File: src/id_pipe_pkg.sv
// ==============================
// Datapath sizes and operand constants of the decode pipeline
// ==============================

package id_pipe_pkg;

  // ==============================
  // Sizes
  // ==============================

  // Data and address width
  localparam int unsigned XLEN = 32;

  // Register index width
  localparam int unsigned REG_AW = 5;

  // Architectural register count
  localparam int unsigned NUM_REGS = 2 ** REG_AW;

  // ==============================
  // Operand constants
  // ==============================

  // Zero operand for LUI
  localparam logic [XLEN-1:0] WORD_ZERO = '0;

  // Instruction size, link address and default offset
  localparam logic [XLEN-1:0] WORD_FOUR = 4;

endpackage

File: src/rv_isa_pkg.sv
// ==============================
// RV32I field encodings for opcodes, ALU operations and branches
// Imported by the decode stage and its testbench
// ==============================

package rv_isa_pkg;

  // Major opcode, instruction bits 6:2
  typedef enum logic [4:0] {
    OP_LOAD   = 5'b00000,
    OP_OPIMM  = 5'b00100,
    OP_AUIPC  = 5'b00101,
    OP_STORE  = 5'b01000,
    OP_OP     = 5'b01100,
    OP_LUI    = 5'b01101,
    OP_BRANCH = 5'b11000,
    OP_JALR   = 5'b11001,
    OP_JAL    = 5'b11011,
    OP_SYSTEM = 5'b11100
  } opcode_e;

  // ALU operation as {funct7[5], funct3}
  typedef enum logic [3:0] {
    ALU_ADD  = 4'b0000,
    ALU_SLL  = 4'b0001,
    ALU_SLT  = 4'b0010,
    ALU_SLTU = 4'b0011,
    ALU_XOR  = 4'b0100,
    ALU_SRL  = 4'b0101,
    ALU_OR   = 4'b0110,
    ALU_AND  = 4'b0111,
    ALU_SUB  = 4'b1000,
    ALU_SRA  = 4'b1101
  } aluop_e;

  // Branch condition, funct3 of the branch opcode
  // 3'b010 and 3'b011 are not defined
  typedef enum logic [2:0] {
    BR_EQ  = 3'b000,
    BR_NE  = 3'b001,
    BR_LT  = 3'b100,
    BR_GE  = 3'b101,
    BR_LTU = 3'b110,
    BR_GEU = 3'b111
  } brop_e;

endpackage
File: src/id_stage.sv
// ==============================
// Decode stage top, hazard control plus decode datapath
// ==============================

`timescale 1ns/1ns

module id_stage (
  input  logic                           clk,
  input  logic                           rstz,
  input  logic                           flush,
  // Fetch side
  input  logic [id_pipe_pkg::XLEN-1:0]   fetch_pc,
  input  logic [id_pipe_pkg::XLEN-1:0]   fetch_ir,
  input  logic                           fetch_vld,
  output logic                           fetch_rdy,
  // Writeback port
  input  logic                           regwr_en,
  input  logic [id_pipe_pkg::REG_AW-1:0] regwr_sel,
  input  logic [id_pipe_pkg::XLEN-1:0]   regwr_data,
  // Decode record to execute
  output logic [id_pipe_pkg::XLEN-1:0]   decode_pc,
  output logic [id_pipe_pkg::XLEN-1:0]   decode_ir,
  output rv_isa_pkg::aluop_e             decode_aluop,
  output logic [id_pipe_pkg::XLEN-1:0]   decode_op1,
  output logic [id_pipe_pkg::XLEN-1:0]   decode_op2,
  output logic [id_pipe_pkg::XLEN-1:0]   decode_addr,
  output logic                           decode_regwr_alu,
  output logic                           decode_jump,
  output logic                           decode_branch,
  output logic                           decode_vld,
  input  logic                           decode_rdy
);

  import id_pipe_pkg::*;

  // Register usage of the current instruction
  logic [REG_AW-1:0] rs1;
  logic [REG_AW-1:0] rs2;
  logic [REG_AW-1:0] rd;
  logic              rs1_used;
  logic              rs2_used;
  logic              rd_write;

  logic              issue;
  logic [XLEN-1:0]   immediate;
  logic [XLEN-1:0]   regrd_rs1;
  logic [XLEN-1:0]   regrd_rs2;

  hazard_ctrl u_hazard_ctrl (
    .clk        (clk),
    .rstz       (rstz),
    .flush      (flush),
    .fetch_vld  (fetch_vld),
    .fetch_rdy  (fetch_rdy),
    .decode_vld (decode_vld),
    .decode_rdy (decode_rdy),
    .rs1_used   (rs1_used),
    .rs2_used   (rs2_used),
    .rd_write   (rd_write),
    .rs1        (rs1),
    .rs2        (rs2),
    .rd         (rd),
    .regwr_en   (regwr_en),
    .regwr_sel  (regwr_sel),
    .issue      (issue)
  );

  id_decode u_id_decode (
    .clk              (clk),
    .rstz             (rstz),
    .flush            (flush),
    .issue            (issue),
    .decode_rdy       (decode_rdy),
    .fetch_pc         (fetch_pc),
    .fetch_ir         (fetch_ir),
    .immediate        (immediate),
    .regrd_rs1        (regrd_rs1),
    .regrd_rs2        (regrd_rs2),
    .regwr_en         (regwr_en),
    .regwr_sel        (regwr_sel),
    .regwr_data       (regwr_data),
    .rs1              (rs1),
    .rs2              (rs2),
    .rd               (rd),
    .rs1_used         (rs1_used),
    .rs2_used         (rs2_used),
    .rd_write         (rd_write),
    .decode_pc        (decode_pc),
    .decode_ir        (decode_ir),
    .decode_aluop     (decode_aluop),
    .decode_op1       (decode_op1),
    .decode_op2       (decode_op2),
    .decode_addr      (decode_addr),
    .decode_regwr_alu (decode_regwr_alu),
    .decode_jump      (decode_jump),
    .decode_branch    (decode_branch),
    .decode_vld       (decode_vld)
  );

  regfile u_regfile (
    .clk        (clk),
    .rstz       (rstz),
    .rs1        (rs1),
    .rs2        (rs2),
    .regwr_en   (regwr_en),
    .regwr_sel  (regwr_sel),
    .regwr_data (regwr_data),
    .rs1_data   (regrd_rs1),
    .rs2_data   (regrd_rs2)
  );

  imm_gen u_imm_gen (
    .ir        (fetch_ir),
    .immediate (immediate)
  );

endmodule

File: src/id_decode.sv
// ==============================
// Decode datapath, builds operands, ALU op and target into the record
// ==============================

`timescale 1ns/1ns

module id_decode (
  input  logic                           clk,
  input  logic                           rstz,
  input  logic                           flush,
  input  logic                           issue,
  input  logic                           decode_rdy,
  // Instruction from fetch
  input  logic [id_pipe_pkg::XLEN-1:0]   fetch_pc,
  input  logic [id_pipe_pkg::XLEN-1:0]   fetch_ir,
  // Immediate and register read data
  input  logic [id_pipe_pkg::XLEN-1:0]   immediate,
  input  logic [id_pipe_pkg::XLEN-1:0]   regrd_rs1,
  input  logic [id_pipe_pkg::XLEN-1:0]   regrd_rs2,
  // Writeback port for forwarding
  input  logic                           regwr_en,
  input  logic [id_pipe_pkg::REG_AW-1:0] regwr_sel,
  input  logic [id_pipe_pkg::XLEN-1:0]   regwr_data,
  // Register usage
  output logic [id_pipe_pkg::REG_AW-1:0] rs1,
  output logic [id_pipe_pkg::REG_AW-1:0] rs2,
  output logic [id_pipe_pkg::REG_AW-1:0] rd,
  output logic                           rs1_used,
  output logic                           rs2_used,
  output logic                           rd_write,
  // Decode record
  output logic [id_pipe_pkg::XLEN-1:0]   decode_pc,
  output logic [id_pipe_pkg::XLEN-1:0]   decode_ir,
  output rv_isa_pkg::aluop_e             decode_aluop,
  output logic [id_pipe_pkg::XLEN-1:0]   decode_op1,
  output logic [id_pipe_pkg::XLEN-1:0]   decode_op2,
  output logic [id_pipe_pkg::XLEN-1:0]   decode_addr,
  output logic                           decode_regwr_alu,
  output logic                           decode_jump,
  output logic                           decode_branch,
  output logic                           decode_vld
);

  import rv_isa_pkg::*;
  import id_pipe_pkg::*;

  opcode_e         op;
  logic [2:0]      funct3;
  logic            alt_op;
  brop_e           br_op;

  logic [XLEN-1:0] rs1_data;
  logic [XLEN-1:0] rs2_data;

  aluop_e          aluop;
  logic [XLEN-1:0] op1;
  logic [XLEN-1:0] op2;
  logic            regwr_alu;
  logic            taken;

  logic [XLEN-1:0] base;
  logic [XLEN-1:0] offset;
  logic [XLEN-1:0] addr_raw;
  logic            align;

  // ==============================
  // Instruction fields
  // ==============================

  assign op     = opcode_e'(fetch_ir[6:2]);
  assign rd     = fetch_ir[11:7];
  assign funct3 = fetch_ir[14:12];
  assign rs1    = fetch_ir[19:15];
  assign rs2    = fetch_ir[24:20];
  // funct7 bit 5, SUB and SRA select
  assign alt_op = fetch_ir[30];
  assign br_op  = brop_e'(funct3);

  // Source and destination usage for the scoreboard
  assign rs1_used  = op inside {OP_JALR, OP_BRANCH, OP_OPIMM, OP_OP};
  assign rs2_used  = op inside {OP_BRANCH, OP_OP};
  assign rd_write  = op inside {OP_LUI, OP_AUIPC, OP_JAL, OP_JALR, OP_OPIMM, OP_OP};
  assign regwr_alu = rd_write && (rd != '0);

  // Same-cycle writeback beats the array, never for x0
  assign rs1_data = (regwr_en && (regwr_sel != '0) && (regwr_sel == rs1)) ?
                    regwr_data : regrd_rs1;
  assign rs2_data = (regwr_en && (regwr_sel != '0) && (regwr_sel == rs2)) ?
                    regwr_data : regrd_rs2;

  // ==============================
  // Operand and address selection
  // ==============================

  always_comb begin
    // Defaults give PC + 4 with ADD
    aluop  = ALU_ADD;
    op1    = fetch_pc;
    op2    = WORD_FOUR;
    base   = fetch_pc;
    offset = WORD_FOUR;
    align  = 1'b0;
    case (op)
      OP_LUI: begin
        op1 = WORD_ZERO;
        op2 = immediate;
      end
      OP_AUIPC: begin
        op2 = immediate;
      end
      // Link value PC + 4 goes through the ALU
      OP_JAL: begin
        offset = immediate;
      end
      OP_JALR: begin
        base   = rs1_data;
        offset = immediate;
        align  = 1'b1;
      end
      OP_BRANCH: begin
        offset = immediate;
      end
      OP_OPIMM: begin
        // Only shifts carry funct7 in the immediate
        if (funct3 == 3'b001 || funct3 == 3'b101) begin
          aluop = aluop_e'({alt_op, funct3});
        end else begin
          aluop = aluop_e'({1'b0, funct3});
        end
        op1 = rs1_data;
        op2 = immediate;
      end
      OP_OP: begin
        aluop = aluop_e'({alt_op, funct3});
        op1   = rs1_data;
        op2   = rs2_data;
      end
      default: begin
      end
    endcase
  end

  // Target adder, JALR clears bit 0
  assign addr_raw = base + offset;

  branch_cmp u_branch_cmp (
    .op       (br_op),
    .rs1_data (rs1_data),
    .rs2_data (rs2_data),
    .taken    (taken)
  );

  // ==============================
  // Decode register
  // ==============================

  // New issue keeps it full, drain or flush empties it
  always_ff @(posedge clk or negedge rstz) begin
    if (!rstz) begin
      decode_vld <= 1'b0;
    end else if (flush) begin
      decode_vld <= 1'b0;
    end else if (issue) begin
      decode_vld <= 1'b1;
    end else if (decode_rdy) begin
      decode_vld <= 1'b0;
    end
  end

  // Payload holds between issues
  always_ff @(posedge clk) begin
    if (issue) begin
      decode_pc        <= fetch_pc;
      decode_ir        <= fetch_ir;
      decode_aluop     <= aluop;
      decode_op1       <= op1;
      decode_op2       <= op2;
      decode_addr      <= {addr_raw[XLEN-1:1], addr_raw[0] & !align};
      decode_regwr_alu <= regwr_alu;
      decode_jump      <= (op == OP_JAL) || (op == OP_JALR);
      decode_branch    <= taken && (op == OP_BRANCH);
    end
  end

endmodule

File: src/hazard_ctrl.sv
// ==============================
// Register scoreboard and fetch handshake control for decode
// ==============================

`timescale 1ns/1ns

module hazard_ctrl (
  input  logic                           clk,
  input  logic                           rstz,
  input  logic                           flush,
  // Fetch side
  input  logic                           fetch_vld,
  output logic                           fetch_rdy,
  // Decode register occupancy
  input  logic                           decode_vld,
  input  logic                           decode_rdy,
  // Register usage of the instruction in decode
  input  logic                           rs1_used,
  input  logic                           rs2_used,
  input  logic                           rd_write,
  input  logic [id_pipe_pkg::REG_AW-1:0] rs1,
  input  logic [id_pipe_pkg::REG_AW-1:0] rs2,
  input  logic [id_pipe_pkg::REG_AW-1:0] rd,
  // Writeback port
  input  logic                           regwr_en,
  input  logic [id_pipe_pkg::REG_AW-1:0] regwr_sel,
  // Load strobe to the decode register
  output logic                           issue
);

  import id_pipe_pkg::*;

  // One pending-write bit per register
  logic [NUM_REGS-1:0] busy;
  logic [NUM_REGS-1:0] busy_nxt;

  logic rs1_hazard;
  logic rs2_hazard;
  logic stall;

  // ==============================
  // Stall decision
  // ==============================

  // Busy source stalls unless its writeback lands this cycle
  assign rs1_hazard = rs1_used && busy[rs1] && !(regwr_en && (regwr_sel == rs1));
  assign rs2_hazard = rs2_used && busy[rs2] && !(regwr_en && (regwr_sel == rs2));
  assign stall      = rs1_hazard || rs2_hazard;

  // Room in the decode register, no hazard, no flush
  assign fetch_rdy = (!decode_vld || decode_rdy) && !stall && !flush;
  assign issue     = fetch_vld && fetch_rdy;

  // ==============================
  // Scoreboard
  // ==============================

  always_comb begin
    busy_nxt = busy;
    // Writeback retires the register
    if (regwr_en) begin
      busy_nxt[regwr_sel] = 1'b0;
    end
    // New destination takes priority over a colliding writeback
    // x0 never becomes busy
    if (issue && rd_write && (rd != '0)) begin
      busy_nxt[rd] = 1'b1;
    end
  end

  always_ff @(posedge clk or negedge rstz) begin
    if (!rstz) begin
      busy <= '0;
    end else if (flush) begin
      busy <= '0;
    end else begin
      busy <= busy_nxt;
    end
  end

endmodule

File: src/branch_cmp.sv
// ==============================
// Branch condition evaluation on two register operands
// ==============================

`timescale 1ns/1ns

module branch_cmp (
  input  rv_isa_pkg::brop_e            op,
  input  logic [id_pipe_pkg::XLEN-1:0] rs1_data,
  input  logic [id_pipe_pkg::XLEN-1:0] rs2_data,
  output logic                         taken
);

  import rv_isa_pkg::*;

  // Shared comparators
  logic eq;
  logic lt;
  logic ltu;

  assign eq  = (rs1_data == rs2_data);
  assign lt  = ($signed(rs1_data) < $signed(rs2_data));
  assign ltu = (rs1_data < rs2_data);

  always_comb begin
    case (op)
      BR_EQ:   taken = eq;
      BR_NE:   taken = !eq;
      BR_LT:   taken = lt;
      BR_GE:   taken = !lt;
      BR_LTU:  taken = ltu;
      BR_GEU:  taken = !ltu;
      // Reserved funct3 never branches
      default: taken = 1'b0;
    endcase
  end

endmodule

File: src/imm_gen.sv
// ==============================
// Immediate extraction for the RV32I formats, purely combinational
// ==============================

`timescale 1ns/1ns

module imm_gen (
  input  logic [id_pipe_pkg::XLEN-1:0] ir,
  output logic [id_pipe_pkg::XLEN-1:0] immediate
);

  import rv_isa_pkg::*;
  import id_pipe_pkg::*;

  // Major opcode selects the format
  opcode_e op;

  assign op = opcode_e'(ir[6:2]);

  always_comb begin
    case (op)
      // I format
      OP_OPIMM,
      OP_JALR,
      OP_LOAD: begin
        immediate = {{(XLEN-12){ir[31]}}, ir[31:20]};
      end
      // S format
      OP_STORE: begin
        immediate = {{(XLEN-12){ir[31]}}, ir[31:25], ir[11:7]};
      end
      // B format, even offsets only
      OP_BRANCH: begin
        immediate = {{(XLEN-12){ir[31]}}, ir[7], ir[30:25], ir[11:8], 1'b0};
      end
      // U format in the upper 20 bits
      OP_LUI,
      OP_AUIPC: begin
        immediate = {ir[XLEN-1:12], 12'b0};
      end
      // J format, even offsets only
      OP_JAL: begin
        immediate = {{(XLEN-20){ir[31]}}, ir[19:12], ir[20], ir[30:21], 1'b0};
      end
      // No immediate
      default: begin
        immediate = '0;
      end
    endcase
  end

endmodule

File: src/regfile.sv
// ==============================
// Integer register file with two async read ports and one write port
// ==============================

`timescale 1ns/1ns

module regfile (
  input  logic                            clk,
  input  logic                            rstz,
  // Read indices
  input  logic [id_pipe_pkg::REG_AW-1:0]  rs1,
  input  logic [id_pipe_pkg::REG_AW-1:0]  rs2,
  // Write port
  input  logic                            regwr_en,
  input  logic [id_pipe_pkg::REG_AW-1:0]  regwr_sel,
  input  logic [id_pipe_pkg::XLEN-1:0]    regwr_data,
  // Read data
  output logic [id_pipe_pkg::XLEN-1:0]    rs1_data,
  output logic [id_pipe_pkg::XLEN-1:0]    rs2_data
);

  import id_pipe_pkg::*;

  // Storage, entry 0 stays zero
  logic [XLEN-1:0] regs [NUM_REGS];

  // Write on the edge
  // x0 writes dropped
  always_ff @(posedge clk or negedge rstz) begin
    if (!rstz) begin
      for (int i = 0; i < NUM_REGS; i++) begin
        regs[i] <= '0;
      end
    end else if (regwr_en && (regwr_sel != '0)) begin
      regs[regwr_sel] <= regwr_data;
    end
  end

  // Combinational reads
  // x0 forced to zero
  assign rs1_data = (rs1 == '0) ? WORD_ZERO : regs[rs1];
  assign rs2_data = (rs2 == '0) ? WORD_ZERO : regs[rs2];

endmodule

File: config.mk
export PLATFORM = sky130hd
export DESIGN_NAME = id_stage
export DESIGN_NICKNAME = d
export VERILOG_FILES = /design/src/id_pipe_pkg.sv /design/src/rv_isa_pkg.sv /design/src/id_stage.sv /design/src/id_decode.sv /design/src/hazard_ctrl.sv /design/src/branch_cmp.sv /design/src/imm_gen.sv /design/src/regfile.sv
export SDC_FILE = /design/constraint.sdc
export NUM_CORES = 2
export LEC_CHECK = 0
export ABC_AREA = 1
export BUFFER_PORTS_ARGS = -buffer_cell sky130_fd_sc_hd__buf_2
export CAP_MARGIN = 0
export CORE_MARGIN = 5
export CORE_UTILIZATION = 30
export DETAILED_ROUTE_END_ITERATION = 8
export GPL_TIMING_DRIVEN = 1
export HOLD_SLACK_MARGIN = 0.1
export MAX_ROUTING_LAYER = met4
export PLACE_DENSITY = 0.58
export SETUP_SLACK_MARGIN = 0.05
export SYNTH_ARGS = -nofsm -noshare
export SYNTH_HDL_FRONTEND = slang
export SYNTH_SLANG_ARGS = --single-unit
File: constraint.sdc
create_clock -name clk -period 4.6 [get_ports clk]
set_input_delay 0.92 -clock clk [delete_from_list [all_inputs] [get_ports clk]]
set_output_delay 0.92 -clock clk [all_outputs]
set_load 0.05 [all_outputs]
# Word level (Yosys, flattened, before mapping)
# Cells that the tools add are included.
# totals
ff_bits,1224
latchBits,0
ram_bits,0
rom_bits,0
input_bits,107
output_inout_bits,169
word_cells,162
mem_count,0
# op_classes
n_addsub,1
multipliers,0
n_div,0
order_cmp,12
eq_ne,16
shift,0
n_mux,36
bitwise_logic,7
n_reduce_logical,47
# op_table
operator,count
$bwmux 1024,1
$mux 32,14
$bmux 32 s5,2
$demux 32 s5,1
$pmux 32 s5,1
$pmux 32 s2,2
$lt 32x32->1,2
$add 32x32->32,1
$and 32x32->32,1
$eq 32x32->1,1
$not 32->32,1
$or 32x32->32,1
$lt 5x6->1 const B,4
$logic_and 1x1->1,19
$ge 6x6->1 const B,3
$not 5->6,3
$eq 5x4->1 const B,3
$eq 5x5->1 const B,3
$logic_not 5->1,3
$eq 3x3->1 const B,4
$bmux 1 s5,2
$demux 1 s5,2
$eq 5x3->1 const B,2
$eq 5x5->1,2
18 further kinds,41

# Depth between registers and ports, before layout
# logic_depth
depth_word,13
mapped_depth,28

# Cells and area by module
# A second synthesis with hierarchy kept.
# unflattened
hier_cells,10148
area_unflattened_um2,71576.1
# by_module_without_submodules
mod,n_inst,cells_per_inst,area_each_um2,seq_area_each_um2
regfile,1,8362,57493.9,25624.6
id_decode,1,1057,9661.8,5039.8
hazard_ctrl,1,395,2680.1,800.8
branch_cmp,1,169,991.0,0.0
imm_gen,1,165,749.5,0.0

# Worst setup path before layout
# Ideal clock, no wire load.
# synth_timing
path_kind,input port to flip-flop
start,input regwr_sel[4] (netlist bit)
end,"register u_id_decode.decode_addr[0] (netlist bit), enable pin"
t_arrival_ps,5482
required_ps,4080
slack_ps,-1402
stages,14
path_buffers,2
cell_sequence,buf_2 > inv_2 > nand2_1 > o21ai_0 > nor2_1 > nand3_2 > nand2_1 > clkinv_1 > nand3_1 > nand2_2 > nor2_4 > buf_4 > nand2_1 > inv_1
# synth_between
elab_chain_cells,9
# synth_lines
item,line,source
"start, declared",id_stage.sv:18,"input logic [id_pipe_pkg::REG_AW-1:0] regwr_sel,"
"$eq 5x5->1, on equally long branches","hazard_ctrl.sv:46, hazard_ctrl.sv:47",
"$logic_and 1x1->1, on equally long branches","hazard_ctrl.sv:46, hazard_ctrl.sv:47",
"$logic_not 1->1, on equally long branches","hazard_ctrl.sv:46, hazard_ctrl.sv:47",
"$logic_and 1x1->1, on equally long branches","hazard_ctrl.sv:46, hazard_ctrl.sv:47",
$logic_or 1x1->1 *,hazard_ctrl.sv:48,assign stall = rs1_hazard || rs2_hazard;
$logic_not 1->1 *,hazard_ctrl.sv:51,assign fetch_rdy = (!decode_vld || decode_rdy) && !stall && !flush;
$logic_and 1x1->1 * (2 in series),hazard_ctrl.sv:51,
named net fetch_rdy,id_stage.sv:15,"output logic fetch_rdy,"
$logic_and 1x1->1 *,hazard_ctrl.sv:52,assign issue = fetch_vld && fetch_rdy;
named net issue,id_stage.sv:44,logic issue;
"end signal, assigned",id_decode.sv:178,"decode_addr <= {addr_raw[XLEN-1:1], addr_raw[0] & !align};"
"end, declared",id_decode.sv:37,"output logic [id_pipe_pkg::XLEN-1:0] decode_addr,"
# Mark *: on every way through the listed nets, which the timed path passes. The rest lies on a longest branch.
# A chain may end at the register's enable or synchronous reset.

# Worst setup path after layout
# layout_timing
start,input fetch_ir[23] (netlist bit)
end,register u_id_decode.decode_branch (data pin)
# layout_between
elab_chain_cells,10
# layout_lines
item,line,source
"start, declared",id_stage.sv:13,"input logic [id_pipe_pkg::XLEN-1:0] fetch_ir,"
$not 5->6 (implied by the code),regfile.sv:42,assign rs2_data = (rs2 == '0) ? WORD_ZERO : regs[rs2];
$bmux 32 s5,regfile.sv:42,
$mux 32 (implied by the code) (2 in series),regfile.sv:42,
$mux 32,regfile.sv:42,
$mux 32 *,id_decode.sv:88,assign rs2_data = (regwr_en && (regwr_sel != '0) && (regwr_sel == rs2)) ?
$lt 32x32->1 (tied with other cells),branch_cmp.sv:23,assign ltu = (rs1_data < rs2_data);
"$logic_not 1->1, on equally long branches","branch_cmp.sv:32, branch_cmp.sv:28, branch_cmp.sv:30",
$pmux 1 s6 *,branch_cmp.sv:26,case (op)
$logic_and 1x1->1 *,id_decode.sv:181,decode_branch <= taken && (op == OP_BRANCH);
"end signal, assigned",id_decode.sv:181,
"end, declared",id_decode.sv:40,"output logic decode_branch,"
# Mark *: on every way between the ends. The rest lies on a longest branch, timed or not. The select of a mux whose other input is x is not followed.

==> metrics.md <==
| Metric | Value |
|---|---|
| Status | `finished clean` |
| Max incr delay on CP | `about 0.42 ns` |
| Slowest CP cell | `buf_4` |
| Die Span X | `a little under 500 um` |
| Min-delay src | `fetch_ir[0]` |
| RSZ-0062 raised after global routing | `no` |
| Largest net degree at the start of global routing | `143` |
| Full die area | `238000 um^2` |
| Clk pwr share | `0.363` |
| TritonCTS clock tree | `done` |
| Peak Freq | `0.221 GHz` |
| GRT Util Overall | `0.256` |
| Critical path launch point | `fetch_ir[23]` |
| Worst r2r src | `u_regfile.regs[90]` |
| Worst-path clk slew | `0.06 ns` |
| Layout area overhead | `19.1%` |
| Via count | `69100` |
| Mapped Nets | `9261` |
| Post-Synthesis Cells | `9090` |
| Die height | `488 um` |
| Fin nets | `9518` |
| Relative slew slack | `0.0687` |
| Drt via density | `5.53` |
| Initial antenna violation count | `17` |
| Final GP Congestion | `roughly 1` |
| Top post-synthesis cells by area | `dfrtp_1 (39%), o21ai_0 (12%), nand2_1 (11%)` |
| Setup violations, final | `0` |
| Crit share post-route | `0.982` |
| Clk root buf | `clkbuf_16` |
| Register area | `31500 um^2` |
| Total global routing overflow | `0` |
| Setup crit end kind | `register` |
| Port bufs | `275` |
| Worst Tran Pin Value | `1.40 ns` |
| Worst Path Max Fanout | `17` |
| Synth cell types | `54` |
| Sequential share of the synthesized area | `0.459` |
| Placed Area | `about 77000 um^2` |
| Worst EP arrival | `approximately 5 ns` |
| Avg Cell Area, Syn | `7.54 um^2` |
| Synth top area share | `0.386` |
| First-pass GRT wire length | `444 mm` |
| Remaining DRCs | `0` |
| Most area-hungry cell type in the Yosys netlist | `dfrtp_1` |
| Number of global-route vias before repair | `about 64000` |
| Core outline area | `227000 um^2` |
| Crit path time final | `between 4 and 5 ns` |
| CP Launch Type | `input pin` |
| Antenna Violating Nets Remaining | `0` |
| Wire length per cell | `24.5 um` |
| CTS Sinks | `~1200` |
| Fill cells | `23600` |
| CTS max path bufs | `3` |
| Clk_lat worst skew | `approximately 0.84 ns` |
| Most frequent CP cell | `nand2_1` |
| Yosys reg bits | `1224` |
| Max Slew Vio Count | `0` |
| Number of synthesized flops with an enable pin | `167` |
| Worst VDD drop | `410 uV` |
| WL final | `a little over 300 mm` |
| Reg2Reg Setup Slack | `a little under 0.8 ns` |
| CTS HTree Levels | `4` |
| Most common cell in the netlist | `nand2_1` |
| Initial Utilization | `0.301` |
| Crit-path cells | `buf_2 -> inv_2 -> nand2_1 -> nand2_1 -> nor2_2 -> nand3_1 -> nor2_4 -> inv_2 -> buf_4 -> o22ai_4 -> inv_1 -> ha_1 -> a21oi_1 -> nor2_1 -> a211oi_1 -> o21ai_0 -> a21oi_1 -> buf_4 -> nand2_1 -> nand2_1 -> nand3_1 -> nand2_1 -> inv_1` |
| Critical path type | `input pin to register` |
| Minimum hold slack | `0.270 ns` |
| Synth Cell Area | `68500 um^2` |
| Async set-reset flop share out of synthesis | `0.864` |
| Final hold viol count | `0` |
| Most frequently used flop master after synthesis | `dfrtp_1` |
| Hold crit path type | `input pin to register` |
| Comb pwr share | `0.214` |
| Worst EP required | `5.17 ns` |
| YS warnings | `0` |
| I/O pin count | `276` |
| Int Pwr | `22200 uW` |
| DP Wirelength | `197 mm` |
| Layout cells sized above 1 | `0.138` |
| Pwr Total | `33000 uW` |
| Most frequent cells after synthesis | `nand2_1 (2065), o21ai_0 (1701), dfrtp_1 (1057)` |
| Num CTS Buffers | `approximately 150` |
| Rows | `175` |
| Max-cap viol count | `0` |
| Initial DRC Count | `about 9000` |
| Area of the multi-input gates | `30900 um^2` |
| Power per cell area | `roughly 400 nW/um^2` |
| Sequential Power Share | `0.423` |
| Static Leak | `0.0366 uW` |
| Switching part of the total power | `0.328` |
| Skew final | `0.0370 ns` |
| Drt pass-1 iters | `9` |
| Final instance area | `81700 um^2` |
| P_sw | `10800 uW` |
area by class of cell:
type / count / area share
well taps: 3009 / 0.0461
diodes: 13 / 0.000398
repair buffers: 923 / 0.0973
inverters: 711 / 0.0329
flip-flops and latches: 1224 / 0.385
clock inverters: 61 / 0.00915
clock buffers: 205 / 0.0509
multi-input cells: 6341 / 0.378
cell usage in the layout (no fill, tap or decap), types with 31 or more instances in the layout:
cell	n
nand2_1	2049
o22ai_1	82
inv_1	660
o21ai_1	284
a21oi_1	608
nand4_1	54
dfrtp_1	1057
o211ai_1	278
inv_2	41
o21ai_0	1701
ha_1	63
nand3_1	465
buf_4	518
edfxtp_1	167
buf_12	131
nor2_1	491
clkbuf_16	146
o21ai_2	34
clkbuf_1	31
buf_2	267
stage by stage:
step	std cells	util	setup WS [ns]	setup TNS [ns]
after floorplan	9090	-	-0.370	-61.83
after CTS	12500	0.359	0.137	0
after detailed placement	12200	0.337	-0.918	-0.971
final	12500	0.359	0.0825	0
after global routing	12500	0.359	0.0834	0
after global placement	12200	0.337	-0.892	-1.32
repair_timing:
action / CTS / global route
gates cloned: 0 / 0
buffers inserted: 0 / 0
hold buffers: 1 / 0
setup endpoints to repair: 1 / 1
resized for setup: 3 / 5
endpoints found under the hold margin: 32 / 0
state kept, by name, summed over array words and instances (netlist names):
name and flops:
u_hazard_ctrl.busy 32, u_id_decode.decode_addr 32, u_id_decode.decode_aluop 4, u_id_decode.decode_branch 1, u_id_decode.decode_ir 32, u_id_decode.decode_jump 1
u_id_decode.decode_op1 32, u_id_decode.decode_op2 32, u_id_decode.decode_pc 32, u_id_decode.decode_regwr_alu 1, u_id_decode.decode_vld 1, u_regfile.regs 1024
worst max-delay path, delay by kind of cell:
family	cells	cell delay (ns)
AO/OA/AOI/OAI	5	1.32
adder cells (fa/ha/maj)	1	0.32
buffers and inverters	7	1.40
AND/OR/NAND/NOR	10	1.10
per-layer routing:
metal | wire length, um | vias to the layer above | GRT usage
li1 | - | 31100 | -
met1 | 124000 | 33400 | 0.335
met2 | 134000 | 3970 | 0.381
met3 | 31700 | 721 | 0.0508
met4 | 15900 | 0 | 0.123
met5 | 0 | - | -
final timing paths:
kind | end | depth (start not counted)
min in group asynchronous | u_regfile.regs[57] | 2
max | u_id_decode.decode_branch | 23
min | u_id_decode.decode_ir[0] | 1
max reg2reg | u_id_decode.decode_branch | 20
min reg2reg | u_regfile.regs[1017] | 0
max in group asynchronous | u_regfile.regs[141] | 3
kinds of logic (layout without fill, tap and decap cells):
family,count (synthesis),in the layout,synth area share
buffers and inverters,1525,1900,0.0948
AO/OA/AOI/OAI,3104,3104,0.245
flip-flops,1224,1224,0.459
AND/OR/NAND/NOR,3141,3141,0.185
XOR/XNOR,32,32,0.00409
adder cells (fa/ha/maj),64,64,0.0118
other,0,13,0
power by group through the flow:
stage | clock [uW] | combinational [uW] | sequential, uW
3_3_place_gp | 0 | 6770 | 14100
5_1_grt | 12600 | 7800 | 14200
3_5_place_dp | 0 | 6920 | 14100
6_report | 12000 | 7060 | 14000
2_1_floorplan | 0 | 4130 | 14100
4_1_cts | 12200 | 6950 | 13900
(Power assumes the default switching activity.)
